[config.mk]
export PLATFORM = sky130hd
export DESIGN_NAME = audio_out_top
export DESIGN_NICKNAME = d
export VERILOG_FILES = /design/src/audio_pkg.sv /design/src/audio_out_top.sv /design/src/i2s_audio_out.sv /design/src/tone_generator.sv
export VERILOG_INCLUDE_DIRS = /design/src
export SDC_FILE = /design/constraint.sdc
export NUM_CORES = 1
export LEC_CHECK = 0
export BUFFER_PORTS_ARGS = -buffer_cell sky130_fd_sc_hd__buf_2
export CAP_MARGIN = 15
export CELL_PAD_IN_SITES_DETAIL_PLACEMENT = 2
export CELL_PAD_IN_SITES_GLOBAL_PLACEMENT = 2
export CORE_ASPECT_RATIO = 0.9
export CORE_MARGIN = 3
export CORE_UTILIZATION = 42
export DETAILED_ROUTE_END_ITERATION = 8
export GPL_TIMING_DRIVEN = 0
export PLACE_DENSITY_LB_ADDON = 0.1
export SLEW_MARGIN = 20
export SYNTH_ARGS = -nofsm -noshare
export SYNTH_HDL_FRONTEND = slang
export SYNTH_SLANG_ARGS = --single-unit
[constraint.sdc]
create_clock -name clk -period 4.9 [get_ports clk]
set_input_delay 0.98 -clock clk [delete_from_list [all_inputs] [get_ports clk]]
set_output_delay 0.98 -clock clk [all_outputs]
set_load 0.02 [all_outputs]
[src/tone_table.svh]
//==========================================================================
// Half-period table for the square-wave tone source
// Lowest octave from C3 to B3, in audio frames
//==========================================================================
`ifndef TONE_TABLE_SVH
`define TONE_TABLE_SVH

// The frame rate is 50 MHz / 1024 which is about 48828 Hz
// Each entry is the frame rate divided by twice the note frequency
// Values are rounded to the nearest whole frame
// Higher octaves shift these counts right by the octave number

localparam audio_pkg::half_period_t TONE_HALF_PERIOD [audio_pkg::NOTE_COUNT] = '{
    12'd187,  // C   130.81 Hz
    12'd176,  // C#  138.59 Hz
    12'd166,  // D   146.83 Hz
    12'd157,  // D#  155.56 Hz
    12'd148,  // E   164.81 Hz
    12'd140,  // F   174.61 Hz
    12'd132,  // F#  185.00 Hz
    12'd125,  // G   196.00 Hz
    12'd118,  // G#  207.65 Hz
    12'd111,  // A   220.00 Hz
    12'd105,  // A#  233.08 Hz
    12'd99    // B   246.94 Hz
};

// The shortest run is B at octave 3 with 12 frames per half wave
// so a half period never collapses to zero

`endif

[src/audio_pkg.sv]
//==========================================================================
// Audio package for the I2S test-tone source
// Holds clock division constants, sample format and shared types
//==========================================================================
package audio_pkg;

    // System clock rate in MHz
    localparam int CLK_MHZ = 50;

    // Divider bit positions for the 256:64:1 ratio of MCLK, BCLK and LRCLK
    // Each clock is the MSB of a slice of one binary counter
    localparam int MCLK_BIT  = $clog2(CLK_MHZ) - 4;  // Gives 2 at 50 MHz so MCLK is clk / 4
    localparam int BCLK_BIT  = MCLK_BIT + 2;         // BCLK is clk / 16
    localparam int LRCLK_BIT = BCLK_BIT + 6;         // One frame spans 1024 system clocks

    localparam int SLOT_W   = 32;  // Bits in one channel slot
    localparam int SAMPLE_W = 16;  // Audio sample resolution

    // Position of the sample inside its slot
    // Standard I2S wants it left-aligned behind the one-bit delay
    localparam bit ALIGN_RIGHT = 1'b0;

    // Twelve semitones per octave in the tone table
    localparam int NOTE_COUNT = 12;

    typedef logic signed [SAMPLE_W - 1:0] sample_t;       // Two's-complement audio sample
    typedef logic        [3:0]            note_t;         // Semitone index from C upwards
    typedef logic        [1:0]            octave_t;       // Right shift applied to half period
    typedef logic        [11:0]           half_period_t;  // Length of a half wave in frames
    typedef logic        [LRCLK_BIT - 1:0] div_t;         // Free-running clock divider count

    // Highest valid note, larger indices are clamped to it
    localparam note_t NOTE_LAST = note_t'(NOTE_COUNT - 1);

    // Square-wave magnitude, about a quarter of full scale
    localparam sample_t AMPLITUDE = sample_t'(16'sh2000);

endpackage

[src/audio_out_top.sv]
//==========================================================================
// Test-tone source top level
// Feeds the square-wave generator into the I2S transmitter
//==========================================================================
`timescale 1ns/1ps

module audio_out_top
(
    input  logic               clk,     // 50 MHz system clock
    input  logic               reset,   // Asynchronous and active high
    input  audio_pkg::note_t   note,    // Semitone 0 to 11 from C
    input  audio_pkg::octave_t octave,  // Octave 0 to 3 above the table
    input  logic               enable,  // Low mutes the tone
    output logic               mclk,    // DAC master clock at clk / 4
    output logic               bclk,    // Bit clock at clk / 16
    output logic               lrclk,   // Word select at clk / 1024
    output logic               sdata    // Serial audio data
);

    // The current tone sample, held for a whole frame
    audio_pkg::sample_t sample;

    // Frame boundary pulse from the transmitter
    logic               frame_strobe;

    // The generator steps once per frame so its sample rate matches LRCLK
    tone_generator u_tone
    (
        .clk          (clk),
        .reset        (reset),
        .frame_strobe (frame_strobe),
        .note         (note),
        .octave       (octave),
        .enable       (enable),
        .sample       (sample)
    );

    // The transmitter owns the divider and tells the generator when a frame ends
    // A sample made at the end of one frame is heard in the next one
    i2s_audio_out u_i2s
    (
        .clk          (clk),
        .reset        (reset),
        .data_in      (sample),
        .mclk         (mclk),
        .bclk         (bclk),
        .lrclk        (lrclk),
        .sdata        (sdata),
        .frame_strobe (frame_strobe)
    );

endmodule

[src/i2s_audio_out.sv]
//==========================================================================
// I2S transmitter for PCM5102A-class DACs
// Divides the system clock into MCLK, BCLK and LRCLK and shifts the sample
// out MSB first in both 32-bit slots of each frame
//==========================================================================
`timescale 1ns/1ps

module i2s_audio_out
(
    input  logic               clk,
    input  logic               reset,
    input  audio_pkg::sample_t data_in,
    output logic               mclk,
    output logic               bclk,
    output logic               lrclk,         // Low for left and high for right
    output logic               sdata,
    output logic               frame_strobe   // High on the last clock of a frame
);

    audio_pkg::div_t                clk_div;    // Free-running divider
    logic [audio_pkg::SLOT_W - 1:0] shift;      // Output shift register
    logic [audio_pkg::SLOT_W - 1:0] load_word;  // Sample placed inside its slot
    logic                           bclk_fall;  // Last clock before BCLK goes low
    logic                           slot_load;  // End of the first BCLK period of a slot

    // Every clock is one bit of the same counter so their phases stay locked
    assign mclk  = clk_div[audio_pkg::MCLK_BIT - 1];
    assign bclk  = clk_div[audio_pkg::BCLK_BIT - 1];
    assign lrclk = clk_div[audio_pkg::LRCLK_BIT - 1];

    assign sdata = shift[audio_pkg::SLOT_W - 1];  // MSB leads

    assign frame_strobe = &clk_div;  // Count 1023 closes the right slot

    // The low BCLK bits all ones mark the clock before the falling BCLK edge
    assign bclk_fall = &clk_div[audio_pkg::BCLK_BIT - 1:0];

    // The slot position bits above BCLK are zero during the first BCLK period
    // Loading at its end delays the MSB by one bit as I2S requires
    assign slot_load = bclk_fall &&
                       (clk_div[audio_pkg::LRCLK_BIT - 2:audio_pkg::BCLK_BIT] == '0);

    always_comb
    begin
        if (audio_pkg::ALIGN_RIGHT)
            load_word = {{(audio_pkg::SLOT_W - audio_pkg::SAMPLE_W - 1){1'b0}}, data_in, 1'b0};
        else
            load_word = {data_in, {(audio_pkg::SLOT_W - audio_pkg::SAMPLE_W){1'b0}}};
    end

    always_ff @(posedge clk or posedge reset)
    begin
        if (reset)
            clk_div <= '0;
        else
            clk_div <= clk_div + 1'b1;  // Wraps once per frame
    end

    // Shifting on the falling BCLK edge keeps sdata stable at the rising edge
    // where the DAC samples it
    always_ff @(posedge clk or posedge reset)
    begin
        if (reset)
            shift <= '0;  // Keeps sdata low out of reset
        else if (slot_load)
            shift <= load_word;  // Same sample goes into the left and right slots
        else if (bclk_fall)
            shift <= shift << 1;  // Zeros fill the slot after the sample bits
    end

endmodule

[src/tone_generator.sv]
//==========================================================================
// Square-wave tone generator
// Advances once per audio frame and holds its sample between strobes
//==========================================================================
`timescale 1ns/1ps

module tone_generator
(
    input  logic               clk,
    input  logic               reset,
    input  logic               frame_strobe,  // One pulse at the end of each frame
    input  audio_pkg::note_t   note,
    input  audio_pkg::octave_t octave,
    input  logic               enable,
    output audio_pkg::sample_t sample
);

    `include "tone_table.svh"

    // Registered state, updated only on the frame strobe
    audio_pkg::note_t        note_q;      // Note seen at the previous strobe
    audio_pkg::octave_t      octave_q;    // Octave seen at the previous strobe
    audio_pkg::half_period_t frame_cnt;   // Frames already sent in the current run
    logic                    negative;    // Polarity of the current run

    // Combinational view of the next step
    audio_pkg::note_t        note_idx;
    audio_pkg::half_period_t half_period;
    audio_pkg::half_period_t cnt_eff;
    logic                    neg_eff;
    logic                    restart;

    always_comb
    begin
        // Notes above B fall back to B so the table index stays in range
        note_idx = (note > audio_pkg::NOTE_LAST) ? audio_pkg::NOTE_LAST : note;

        // Each octave up halves the run length
        half_period = TONE_HALF_PERIOD[note_idx] >> octave;

        // A new note or octave starts over with a fresh positive run
        restart = (note != note_q) || (octave != octave_q);
        cnt_eff = restart ? '0 : frame_cnt;
        neg_eff = restart ? 1'b0 : negative;
    end

    always_ff @(posedge clk or posedge reset)
    begin
        if (reset)
        begin
            note_q    <= '0;
            octave_q  <= '0;
            frame_cnt <= '0;
            negative  <= 1'b0;
            sample    <= '0;  // Silence until the first strobe
        end
        else if (frame_strobe)
        begin
            note_q   <= note;    // Remember the inputs to spot a change next frame
            octave_q <= octave;

            if (!enable)
            begin
                // Muted output parks the wave at the start of a positive run
                frame_cnt <= '0;
                negative  <= 1'b0;
                sample    <= '0;
            end
            else
            begin
                sample <= neg_eff ? -audio_pkg::AMPLITUDE : audio_pkg::AMPLITUDE;

                if (cnt_eff == half_period - 1'b1)  // Last frame of this half wave
                begin
                    negative  <= ~neg_eff;
                    frame_cnt <= '0;
                end
                else
                begin
                    negative  <= neg_eff;
                    frame_cnt <= cnt_eff + 1'b1;
                end
            end
        end
    end

endmodule

==> results of run 1 <==
## per-layer routing
| layer | routed length, microns | track usage |
|---|---|---|
| met5 | 0 | 0 |
| met1 | 3810 | 0.329 |
| met2 | 4550 | 0.465 |
| met3 | 226 | 0.0335 |
| met4 | 119 | 0.0610 |
## critical path, cell delays in order
cell and delay, ns:
buf_2 0.13, buf_2 0.19, buf_2 0.21, a21o_1 0.24, ha_1 0.40, nor3b_2 0.09, a2111oi_0 0.59, a221oi_2 0.12
inv_1 0.14, ha_1 0.24, nand3_1 0.11, nor4b_1 0.38, xnor2_1 0.18, o211ai_2 0.17, o31ai_4 0.34, buf_6 0.20
a21oi_1 0.07, a21o_1 0.16
## final cells by class
type                       instances  area (sq um)
sequential                        34           851
inverter                          11          41.3
clock inverter                     1          30.0
tap                               84           105
clock buffer                       6          82.6
timing repair buffer              13          67.6
multi-input combinational        232          1690
fill                             628          2950
buffer                            14          76.3
## metrics by stage
step | TNS (ns) | power (mW) | util | worst slack (ns)
floorplan | 0 | 0.395 | - | 0.679
global placement | -0.0249 | 0.424 | 0.477 | -0.0249
finish | 0 | 0.700 | 0.500 | 0.108
CTS | 0 | 0.703 | 0.497 | 0.0580
global route | 0 | 0.731 | 0.500 | 0.0113
detailed placement | -0.669 | 0.432 | 0.477 | -0.140
## path summary, 6_finish.rpt
check	to	start	depth (start not counted)
worst min-delay path	u_i2s.clk_div[0]	u_i2s.clk_div[0]	1
max in group asynchronous	u_i2s.clk_div[9]	reset	2
worst max register to register	u_tone.frame_cnt[8]	u_tone.octave_q[1]	11
worst max-delay path	u_tone.frame_cnt[3]	note[2]	18
min in group asynchronous	u_tone.frame_cnt[10]	reset	2
worst min register to register	u_i2s.clk_div[0]	u_i2s.clk_div[0]	1
## flip-flops by register name (all words and copies together), names as in the netlist
| register | flops |
|---|---|
| u_tone.octave_q | 2 |
| u_tone.note_q | 4 |
| u_i2s.clk_div | 10 |
| u_tone.sample | 2 |
| u_i2s.shift | 3 |
| u_tone.negative | 1 |
| u_tone.frame_cnt | 12 |
## what timing repair did
action	4_1_cts	5_1_grt
buffers inserted	0	1
endpoints found under the setup margin	1	13
resized for setup	1	2
pin swaps	0	0
hold endpoints to repair	0	0
## placed cells by master, fill, tap and decap left out, types with 7 or more instances in the layout
cell type and n:
dfrtp_1 34, buf_2 19, a21oi_1 16, nor2_1 15, inv_1 10, a21o_1 11
and3_1 8, mux2_2 8, nand2_1 28, nand3_1 18, xnor2_1 16, xor2_1 7
ha_1 8
## power by group through the flow
| stage | Clock (mW) | Sequential, mW | Combinational [mW] |
|---|---|---|---|
| global route | 0.284 | 0.287 | 0.160 |
| finish | 0.266 | 0.287 | 0.147 |
| floorplan | 0 | 0.291 | 0.103 |
| CTS | 0.273 | 0.287 | 0.144 |
| detailed placement | 0 | 0.292 | 0.140 |
| global placement | 0 | 0.291 | 0.133 |
## logic make-up after synthesis
family,Yosys count,synth area share
DFF,34,0.322
buffers and inverters,25,0.0445
and+or+nand+nor,114,0.235
muxes,14,0.0568
adders and majority gates,8,0.0379
AOI/OAI and AO/OA,71,0.210
xor gates and xnor gates,25,0.0937
==> impl_metrics.py, run 1 <==
metrics = {
    "outcome": {
        "status": "finished, final reports clean",
    },
    "cts": {
        "clk_pin_slew_ns": 0.07,
        "clockBufferDepth": 2,
        "clock_sinks": 34,
        "htree_levels": 2,
        "insertion_delay_ns": 0.29,
        "root_buffer": "clkbuf_8",
        "cts_hold_buf": 0,
        "tritoncts": "built",
        "cts_buffers": 5,
    },
    "final_layout": {
        "fin_nets": 328,
        "final_design_area_no_fill_sq_mm": 0.00294,
        "diodes": 0,
        "area_growth_pct": 11.4,
        "layout-drive-gt1-share": 0.170,
        "instances_no_fill": 395,
    },
    "power_and_ir_drop": {
        "p_sw_mw": 0.196,
        "p_sw_frac": 0.280,
        "power_density_mw_per_mm2": 238,
        "pwr-share-clk": 0.380,
        "p_leak_nw": 1.30,
        "pwr-share-comb": 0.210,
        "ir_drop_uv": 183,
        "p_seq_frac": 0.410,
        "p_int_mw": 0.504,
    },
    "timing": {
        "worstMarginPinSlew_ns": 0.764,
        "setup_viol": 0,
        "skew_ns": 0.00670,
        "max-slew-margin-rel": 0.477,
        "timing.hold.ws_ns": 0.452,
        "rsz0062_at_grt": "no",
        "fmaxAchievable_mhz": 209,
        "finalHoldViolations": 0,
        "drv_slew": 0,
        "period_minus_slack_ns": 4.79,
        "fin_crit_sh": 0.978,
    },
    "detailed_routing": {
        "finalWirelength_microns": 8700,
        "wl_per_cell_microns": 22.0,
        "drc": 0,
        "dr_total_vias": 2380,
        "postRouteAntennaNets": 0,
        "dr.pass1.iters": 4,
        "drt_iter0_drc": 95,
        "post_drt_via_cell_ratio": 6.03,
    },
    "critical_path": {
        "crit_arrival_ns": 4.97,
        "critPathKind": "in2reg",
        "start_kind": "input port",
        "r2r_setup_slack_ns": 1.50,
        "cp_max_fo": 10,
        "end_kind": "flip-flop",
        "cp.required_ns": 5.08,
    },
    "floorplanning": {
        "initial_utilization": 0.449,
        "io_pins": 13,
        "dieArea_sq_mm": 0.00728,
        "num_rows": 26,
        "fp.coreArea_sq_mm": 0.00589,
        "die_w_microns": 89.6,
        "die_h_microns": 81.3,
    },
    "yosys": {
        "ys_seq_elements": 34,
        "yosysWarnings": 0,
        "synth.most_common_cell": "dfrtp_1",
        "postSynthAreaPerCell_sq_um": 9.08,
        "synthFlopType": "dfrtp_1",
        "synth_fp_nets": 308,
        "synthTopCellsByArea": "dfrtp_1, xnor2_1, nand2_1, ha_1, nand3_1",
        "synth_common_cells": "dfrtp_1, nand2_1, nand3_1, a21oi_1, xnor2_1",
        "synth_area_leader_cell": "dfrtp_1",
        "synth-edff-count": 0,
        "postSynth.asyncResetShare": 1.00,
        "seq_area_frac_synth": 0.322,
        "synth_cells": 291,
        "synth.distinct_cells": 65,
        "synth_top_area_share": 0.322,
        "syn_area_sq_mm": 0.00264,
    },
    "global_routing": {
        "antenna_found_initial": 0,
        "grt_pass1_wl_microns": 14300,
        "overflow": 0,
        "grt_start_max_net_pins": 35,
        "grt_pass1_vias": 2634,
        "grt_usage": 0.260,
    },
    "placed_design": {
        "numPortBuffers": 12,
        "gp_congestion": 0.805,
        "dp.cells": 387,
        "dpl_cell_area_sq_mm": 0.00281,
        "hpwl_microns": 6120,
    },
    "hold_path": {
        "min_path_type": "reg2reg",
    },
    "flow_run": {
        "maxCapViolations": 0,
    },
}
Note: power is estimated with default switching activity, not from simulation.
==> run 2: changes to the inputs <==
Settings changed: CORE_UTILIZATION 42 to 39.
Clock period 4.9 ns to 5.4 ns, I/O delays scaled along.
==> run 2 against run 1 <==
Effect of this change:
- final cell count rose by 0.76%
- non-clock buffer count fell by 1
- global-route usage fell by 4.3 points
- sequential share of layout area rose by 0.21 points
- first-iteration DRC count rose by 3.2%
- largest cell class unchanged
- highest routed layer unchanged
==> impl_metrics.py, run 2 (same netlist as run 1, synthesis figures left out) <==
metrics = {
    "critical_path": {
        "end_kind": "flip-flop",
        "crit_arrival_ns": 5.04,
        "cp.required_ns": 5.58,
        "cp_max_fo": 10,
        "start_kind": "input port",
        "critPathKind": "in2reg",
    },
    "global_routing": {
        "grt_pass1_vias": 2586,
        "antenna_found_initial": 0,
        "grt_pass1_wl_microns": 13400,
        "overflow": 0,
        "grt_usage": 0.217,
        "grt_start_max_net_pins": 35,
    },
    "timing": {
        "fin_crit_sh": 0.900,
        "skew_ns": 0.00338,
        "period_minus_slack_ns": 4.86,
        "finalHoldViolations": 0,
        "worstMarginPinSlew_ns": 0.740,
        "fmaxAchievable_mhz": 206,
        "max-slew-margin-rel": 0.506,
        "setup_viol": 0,
        "drv_slew": 0,
        "finalSetupTns_ns": 0,
        "rsz0062_at_grt": "no",
    },
    "final_layout": {
        "fin_nets": 327,
        "final_common_cell": "dfrtp_1",
        "nFillCells": 744,
        "largest_reg_flops": 12,
        "final_design_area_no_fill_sq_mm": 0.00292,
        "area_growth_pct": 10.6,
        "final-seq-area_sq_um": 851,
        "post-route-util": 0.460,
        "diodes": 0,
        "multiInputGateArea_sq_mm": 0.00167,
        "regMostFlops": "u_tone.frame_cnt",
        "mostFrequentLayoutCells": "dfrtp_1, nand2_1, buf_2",
        "layout-drive-gt1-share": 0.161,
        "top_regs": "u_tone.frame_cnt: 12 flops, u_i2s.clk_div: 10 flops, u_tone.note_q: 4 flops",
    },
    "floorplanning": {
        "dieArea_sq_mm": 0.00780,
        "die_w_microns": 92.8,
        "num_rows": 27,
        "initial_utilization": 0.416,
        "fp.coreArea_sq_mm": 0.00635,
        "die_h_microns": 84.1,
        "io_pins": 13,
    },
    "cts": {
        "cts_setup_buffers": 0,
        "cts_hold_buf": 0,
        "root_buffer": "clkbuf_8",
        "cts_resized": 0,
        "clk_pin_slew_ns": 0.07,
        "clock_sinks": 34,
        "cts_buffers": 5,
        "clockBufferDepth": 2,
        "htree_levels": 2,
        "tritoncts": "built",
        "insertion_delay_ns": 0.29,
    },
    "power_and_ir_drop": {
        "ir_drop_uv": 193,
        "p_leak_nw": 1.29,
        "power_density_mw_per_mm2": 208,
    },
    "detailed_routing": {
        "dr.pass1.iters": 4,
        "wl_per_cell_microns": 19.6,
        "post_drt_via_cell_ratio": 5.76,
        "drc": 0,
        "finalWirelength_microns": 7780,
        "dr_total_vias": 2293,
        "postRouteAntennaNets": 0,
        "drt_iter0_drc": 98,
    },
    "placed_design": {
        "hpwl_microns": 5730,
        "dpl_cell_area_sq_mm": 0.00281,
        "gp_congestion": 0.772,
        "numPortBuffers": 12,
    },
    "hold_path": {
        "min_path_type": "reg2reg",
    },
    "outcome": {
        "status": "finished, final reports clean",
    },
    "flow_run": {
        "maxCapViolations": 0,
    },
}
run 2: changes by cell type in the layout (fill, tap and decap cells not counted):
cell       previous run  this run
buf_4                 3         2
nor3_1                3         4
a211oi_2              2         1
a211oi_1              3         4
nor3b_2               1         0
bufinv_16             1         0
nor3_2                1         0
nor3b_1               3         4
clkbuf_8              6         8
run 2: layout make-up:
type                       count  share of cell area
buffer                        14              0.0261
clock buffer                   8              0.0377
inverter                      11              0.0141
multi-input combinational    232               0.573
sequential                    34               0.291
tap                           87              0.0373
timing repair buffer          12              0.0206
run 2: final timing paths:
| check | slack (ns) | end | depth (start not counted) | from |
|---|---|---|---|---|
| min in group asynchronous | 0.91 | u_tone.frame_cnt[7] | 2 | reset |
| max | 0.54 | u_tone.negative | 16 | note[3] |
| min reg2reg | 0.44 | u_i2s.clk_div[0] | 1 | u_i2s.clk_div[0] |
| min | 0.44 | u_i2s.clk_div[0] | 1 | u_i2s.clk_div[0] |
| max reg2reg | 2.15 | u_tone.frame_cnt[8] | 11 | u_tone.octave_q[1] |
| max in group asynchronous | 4.01 | u_i2s.clk_div[4] | 2 | reset |
run 2: stage by stage:
stage	total power [mW]	setup slack, ns	std cells	hold slack [ns]
6_report	0.609	0.542	398	0.444
5_1_grt	0.641	0.220	398	0.495
4_1_cts	0.617	0.570	398	0.451
3_5_place_dp	0.390	0.340	390	0.441
3_3_place_gp	0.385	0.391	390	0.430
2_1_floorplan	0.358	1.08	291	0.412
run 2: routing by layer:
layer,global-route usage,vias up,share of wire,wire [microns]
met1,0.295,1162,0.47,3660
met5,0,-,0,0
met2,0.356,24,0.49,3830
met4,0.0679,0,0.015,117
met3,0.0280,8,0.023,178
li1,-,1099,-,-
run 2: critical path, stage by stage:
cell,delay [ns]
buf_2,0.13
buf_2,0.24
buf_2,0.26
a21o_1,0.21
ha_1,0.32
nor3b_1,0.30
a2111oi_0,0.13
a221oi_2,0.39
inv_1,0.15
ha_1,0.27
xor3_1,0.38
nand3_1,0.08
nand4b_1,0.25
nor3_1,0.44
xnor2_1,0.16
a31o_1,0.24
run 2: power breakdown:
group | internal (mW) | switching, mW
logic | 0.0504 | 0.0757
clock network | 0.129 | 0.0941
registers | 0.258 | 0.00216
total | 0.437 | 0.172
==> run 3: changes to the inputs <==
Settings changed: CORE_MARGIN 3 to 2.
==> run 3 against run 2 <==
Effect of this change:
- clock power rose by 31%
- non-clock buffer count is the same
- final cell count grew 0.75%
==> impl_metrics.py, run 3 (same netlist as run 1, synthesis figures left out) <==
metrics = {
    "outcome": {
        "status": "finished, final reports clean",
    },
    "cts": {
        "cts_resized": 0,
        "cts_buffers": 5,
        "insertion_delay_ns": 0.29,
        "clockBufferDepth": 2,
        "tritoncts": "built",
        "root_buffer": "clkbuf_8",
        "cts_hold_buf": 0,
        "clock_sinks": 34,
        "cts_setup_buffers": 0,
        "clk_pin_slew_ns": 0.07,
        "htree_levels": 2,
    },
    "detailed_routing": {
        "drc": 0,
        "dr_wl_met2_microns": 3640,
        "postRouteAntennaNets": 0,
        "finalWirelength_microns": 7490,
        "dr.pass1.iters": 4,
        "post_drt_via_cell_ratio": 5.70,
        "drt_iter0_drc": 43,
        "dr_wl_met3_microns": 82,
        "drt-met1-wl_microns": 3680,
        "wl_per_cell_microns": 18.7,
        "topRoutingLayerUsed": "met4",
        "dr_total_vias": 2287,
    },
    "critical_path": {
        "r2r_setup_slack_ns": 2.14,
        "worst-path-buf-inv": 4,
        "critPathKind": "in2reg",
        "cp_slowest_cell": "nor3_1",
        "cp_max_fo": 10,
        "cp_slowest_stage_delay_ns": 0.48,
        "crit_arrival_ns": 5.09,
        "cp_common_cell": "buf_2",
        "path_cells": "buf_2 -> buf_2 -> buf_2 -> a21o_1 -> ha_1 -> nor3b_1 -> a2111oi_0 -> a221oi_2 -> inv_1 -> ha_1 -> xor3_1 -> nand3_1 -> nand4b_1 -> nor3_1 -> xnor2_1 -> a31o_1",
        "cp.required_ns": 5.58,
        "worst_r2r_endpoint": "u_tone.frame_cnt[8]",
        "r2r_start": "u_tone.octave_q[1]",
        "start_kind": "input port",
        "cp-startpoint": "note[3]",
        "critPathTopFamily": "simple AND/OR/NAND/NOR gates",
        "reg2reg_depth": 11,
        "end_kind": "flip-flop",
    },
    "final_layout": {
        "post-route-util": 0.451,
        "mostFrequentLayoutCells": "dfrtp_1, nand2_1, buf_2",
        "area_growth_pct": 11.9,
        "fin_nets": 327,
        "layout-drive-gt1-share": 0.161,
        "top_regs": "u_tone.frame_cnt: 12 flops, u_i2s.clk_div: 10 flops, u_tone.note_q: 4 flops",
        "diodes": 0,
        "regMostFlops": "u_tone.frame_cnt",
        "final_common_cell": "dfrtp_1",
        "largest_reg_flops": 12,
    },
    "power_and_ir_drop": {
        "pwr-share-clk": 0.432,
        "power_density_mw_per_mm2": 229,
        "ir_drop_uv": 198,
        "pwr-share-comb": 0.184,
        "p_sw_frac": 0.254,
        "p_int_mw": 0.505,
        "power.total_mw": 0.676,
        "p_sw_mw": 0.172,
        "p_seq_frac": 0.384,
        "p_leak_nw": 1.30,
    },
    "floorplanning": {
        "fp.coreArea_sq_mm": 0.00655,
        "die_w_microns": 90.8,
        "dieArea_sq_mm": 0.00745,
        "initial_utilization": 0.403,
        "io_pins": 13,
        "num_rows": 28,
        "die_h_microns": 82.1,
    },
    "global_routing": {
        "overflow": 0,
        "grt_start_max_net_pins": 35,
        "grt_usage": 0.220,
        "antenna_found_initial": 0,
        "grt_pass1_wl_microns": 12700,
        "grt_pass1_vias": 2426,
    },
    "timing": {
        "skew_ns": 0.00818,
        "finalHoldViolations": 0,
        "fmaxAchievable_mhz": 203,
        "rsz0062_at_grt": "no",
        "max-slew-margin-rel": 0.524,
        "setup_viol": 0,
        "finalSetupTns_ns": 0,
        "fin_crit_sh": 0.911,
        "period_minus_slack_ns": 4.92,
        "worstMarginPinSlew_ns": 0.713,
        "drv_slew": 0,
    },
    "flow_run": {
        "maxCapViolations": 0,
    },
    "placed_design": {
        "numPortBuffers": 12,
        "gp_congestion": 0.763,
        "hpwl_microns": 5690,
    },
    "hold_path": {
        "holdPathStages": 1,
        "holdPathEnd": "u_i2s.clk_div[0]",
        "min_path_type": "reg2reg",
        "hold_start": "u_i2s.clk_div[0]",
    },
}
## run 3: cell types whose count changed in the layout (fill, tap and decap cells not counted), sizes merged
cell and change:
bufinv +2, clkbuf -2
## run 3: worst max path at each step
stage / end / slack (ns) / cells past startpoint
3_3_place_gp: u_tone.negative / 0.34 / 16
5_1_grt: u_tone.negative / 0.22 / 16
2_1_floorplan: u_tone.frame_cnt[9] / 1.08 / 16
6_report: u_tone.negative / 0.48 / 16
4_1_cts: u_tone.negative / 0.56 / 16
3_5_place_dp: u_tone.negative / 0.29 / 16
## run 3: power groups by stage
stage               sequential [mW]  combinational, mW  clock [mW]
floorplan                     0.264             0.0936           0
global placement              0.264              0.121           0
global route                  0.260              0.139       0.312
detailed placement            0.265              0.125           0
CTS                           0.259              0.126       0.300
finish                        0.260              0.125       0.292
## run 3: routing by layer
metal | track usage | vias up
met5 | 0 | -
met4 | 0.0646 | 0
met3 | 0.0299 | 4
met2 | 0.385 | 12
met1 | 0.288 | 1168
li1 | - | 1103
## run 3: layout make-up
class                   instances  area, sq um
repair buffers                 12         60.1
clock inverters                 2         60.1
plain buffers                  14         76.3
multi-input cells             232         1670
flip-flops and latches         34          851
well taps                      90          113
inverters                      11         41.3
fillers                       738         3590
clock buffers                   6         82.6
## run 3: stage by stage
step                      setup slack, ns  cell area, sq um  hold WS (ns)  cells
after floorplan                      1.08              2640         0.412    291
after global placement              0.339              2820         0.439    393
after detailed placement            0.288              2820         0.461    393
after CTS                           0.565              2960         0.471    401
after global routing                0.222              2960         0.510    401
final                               0.482              2960         0.466    401
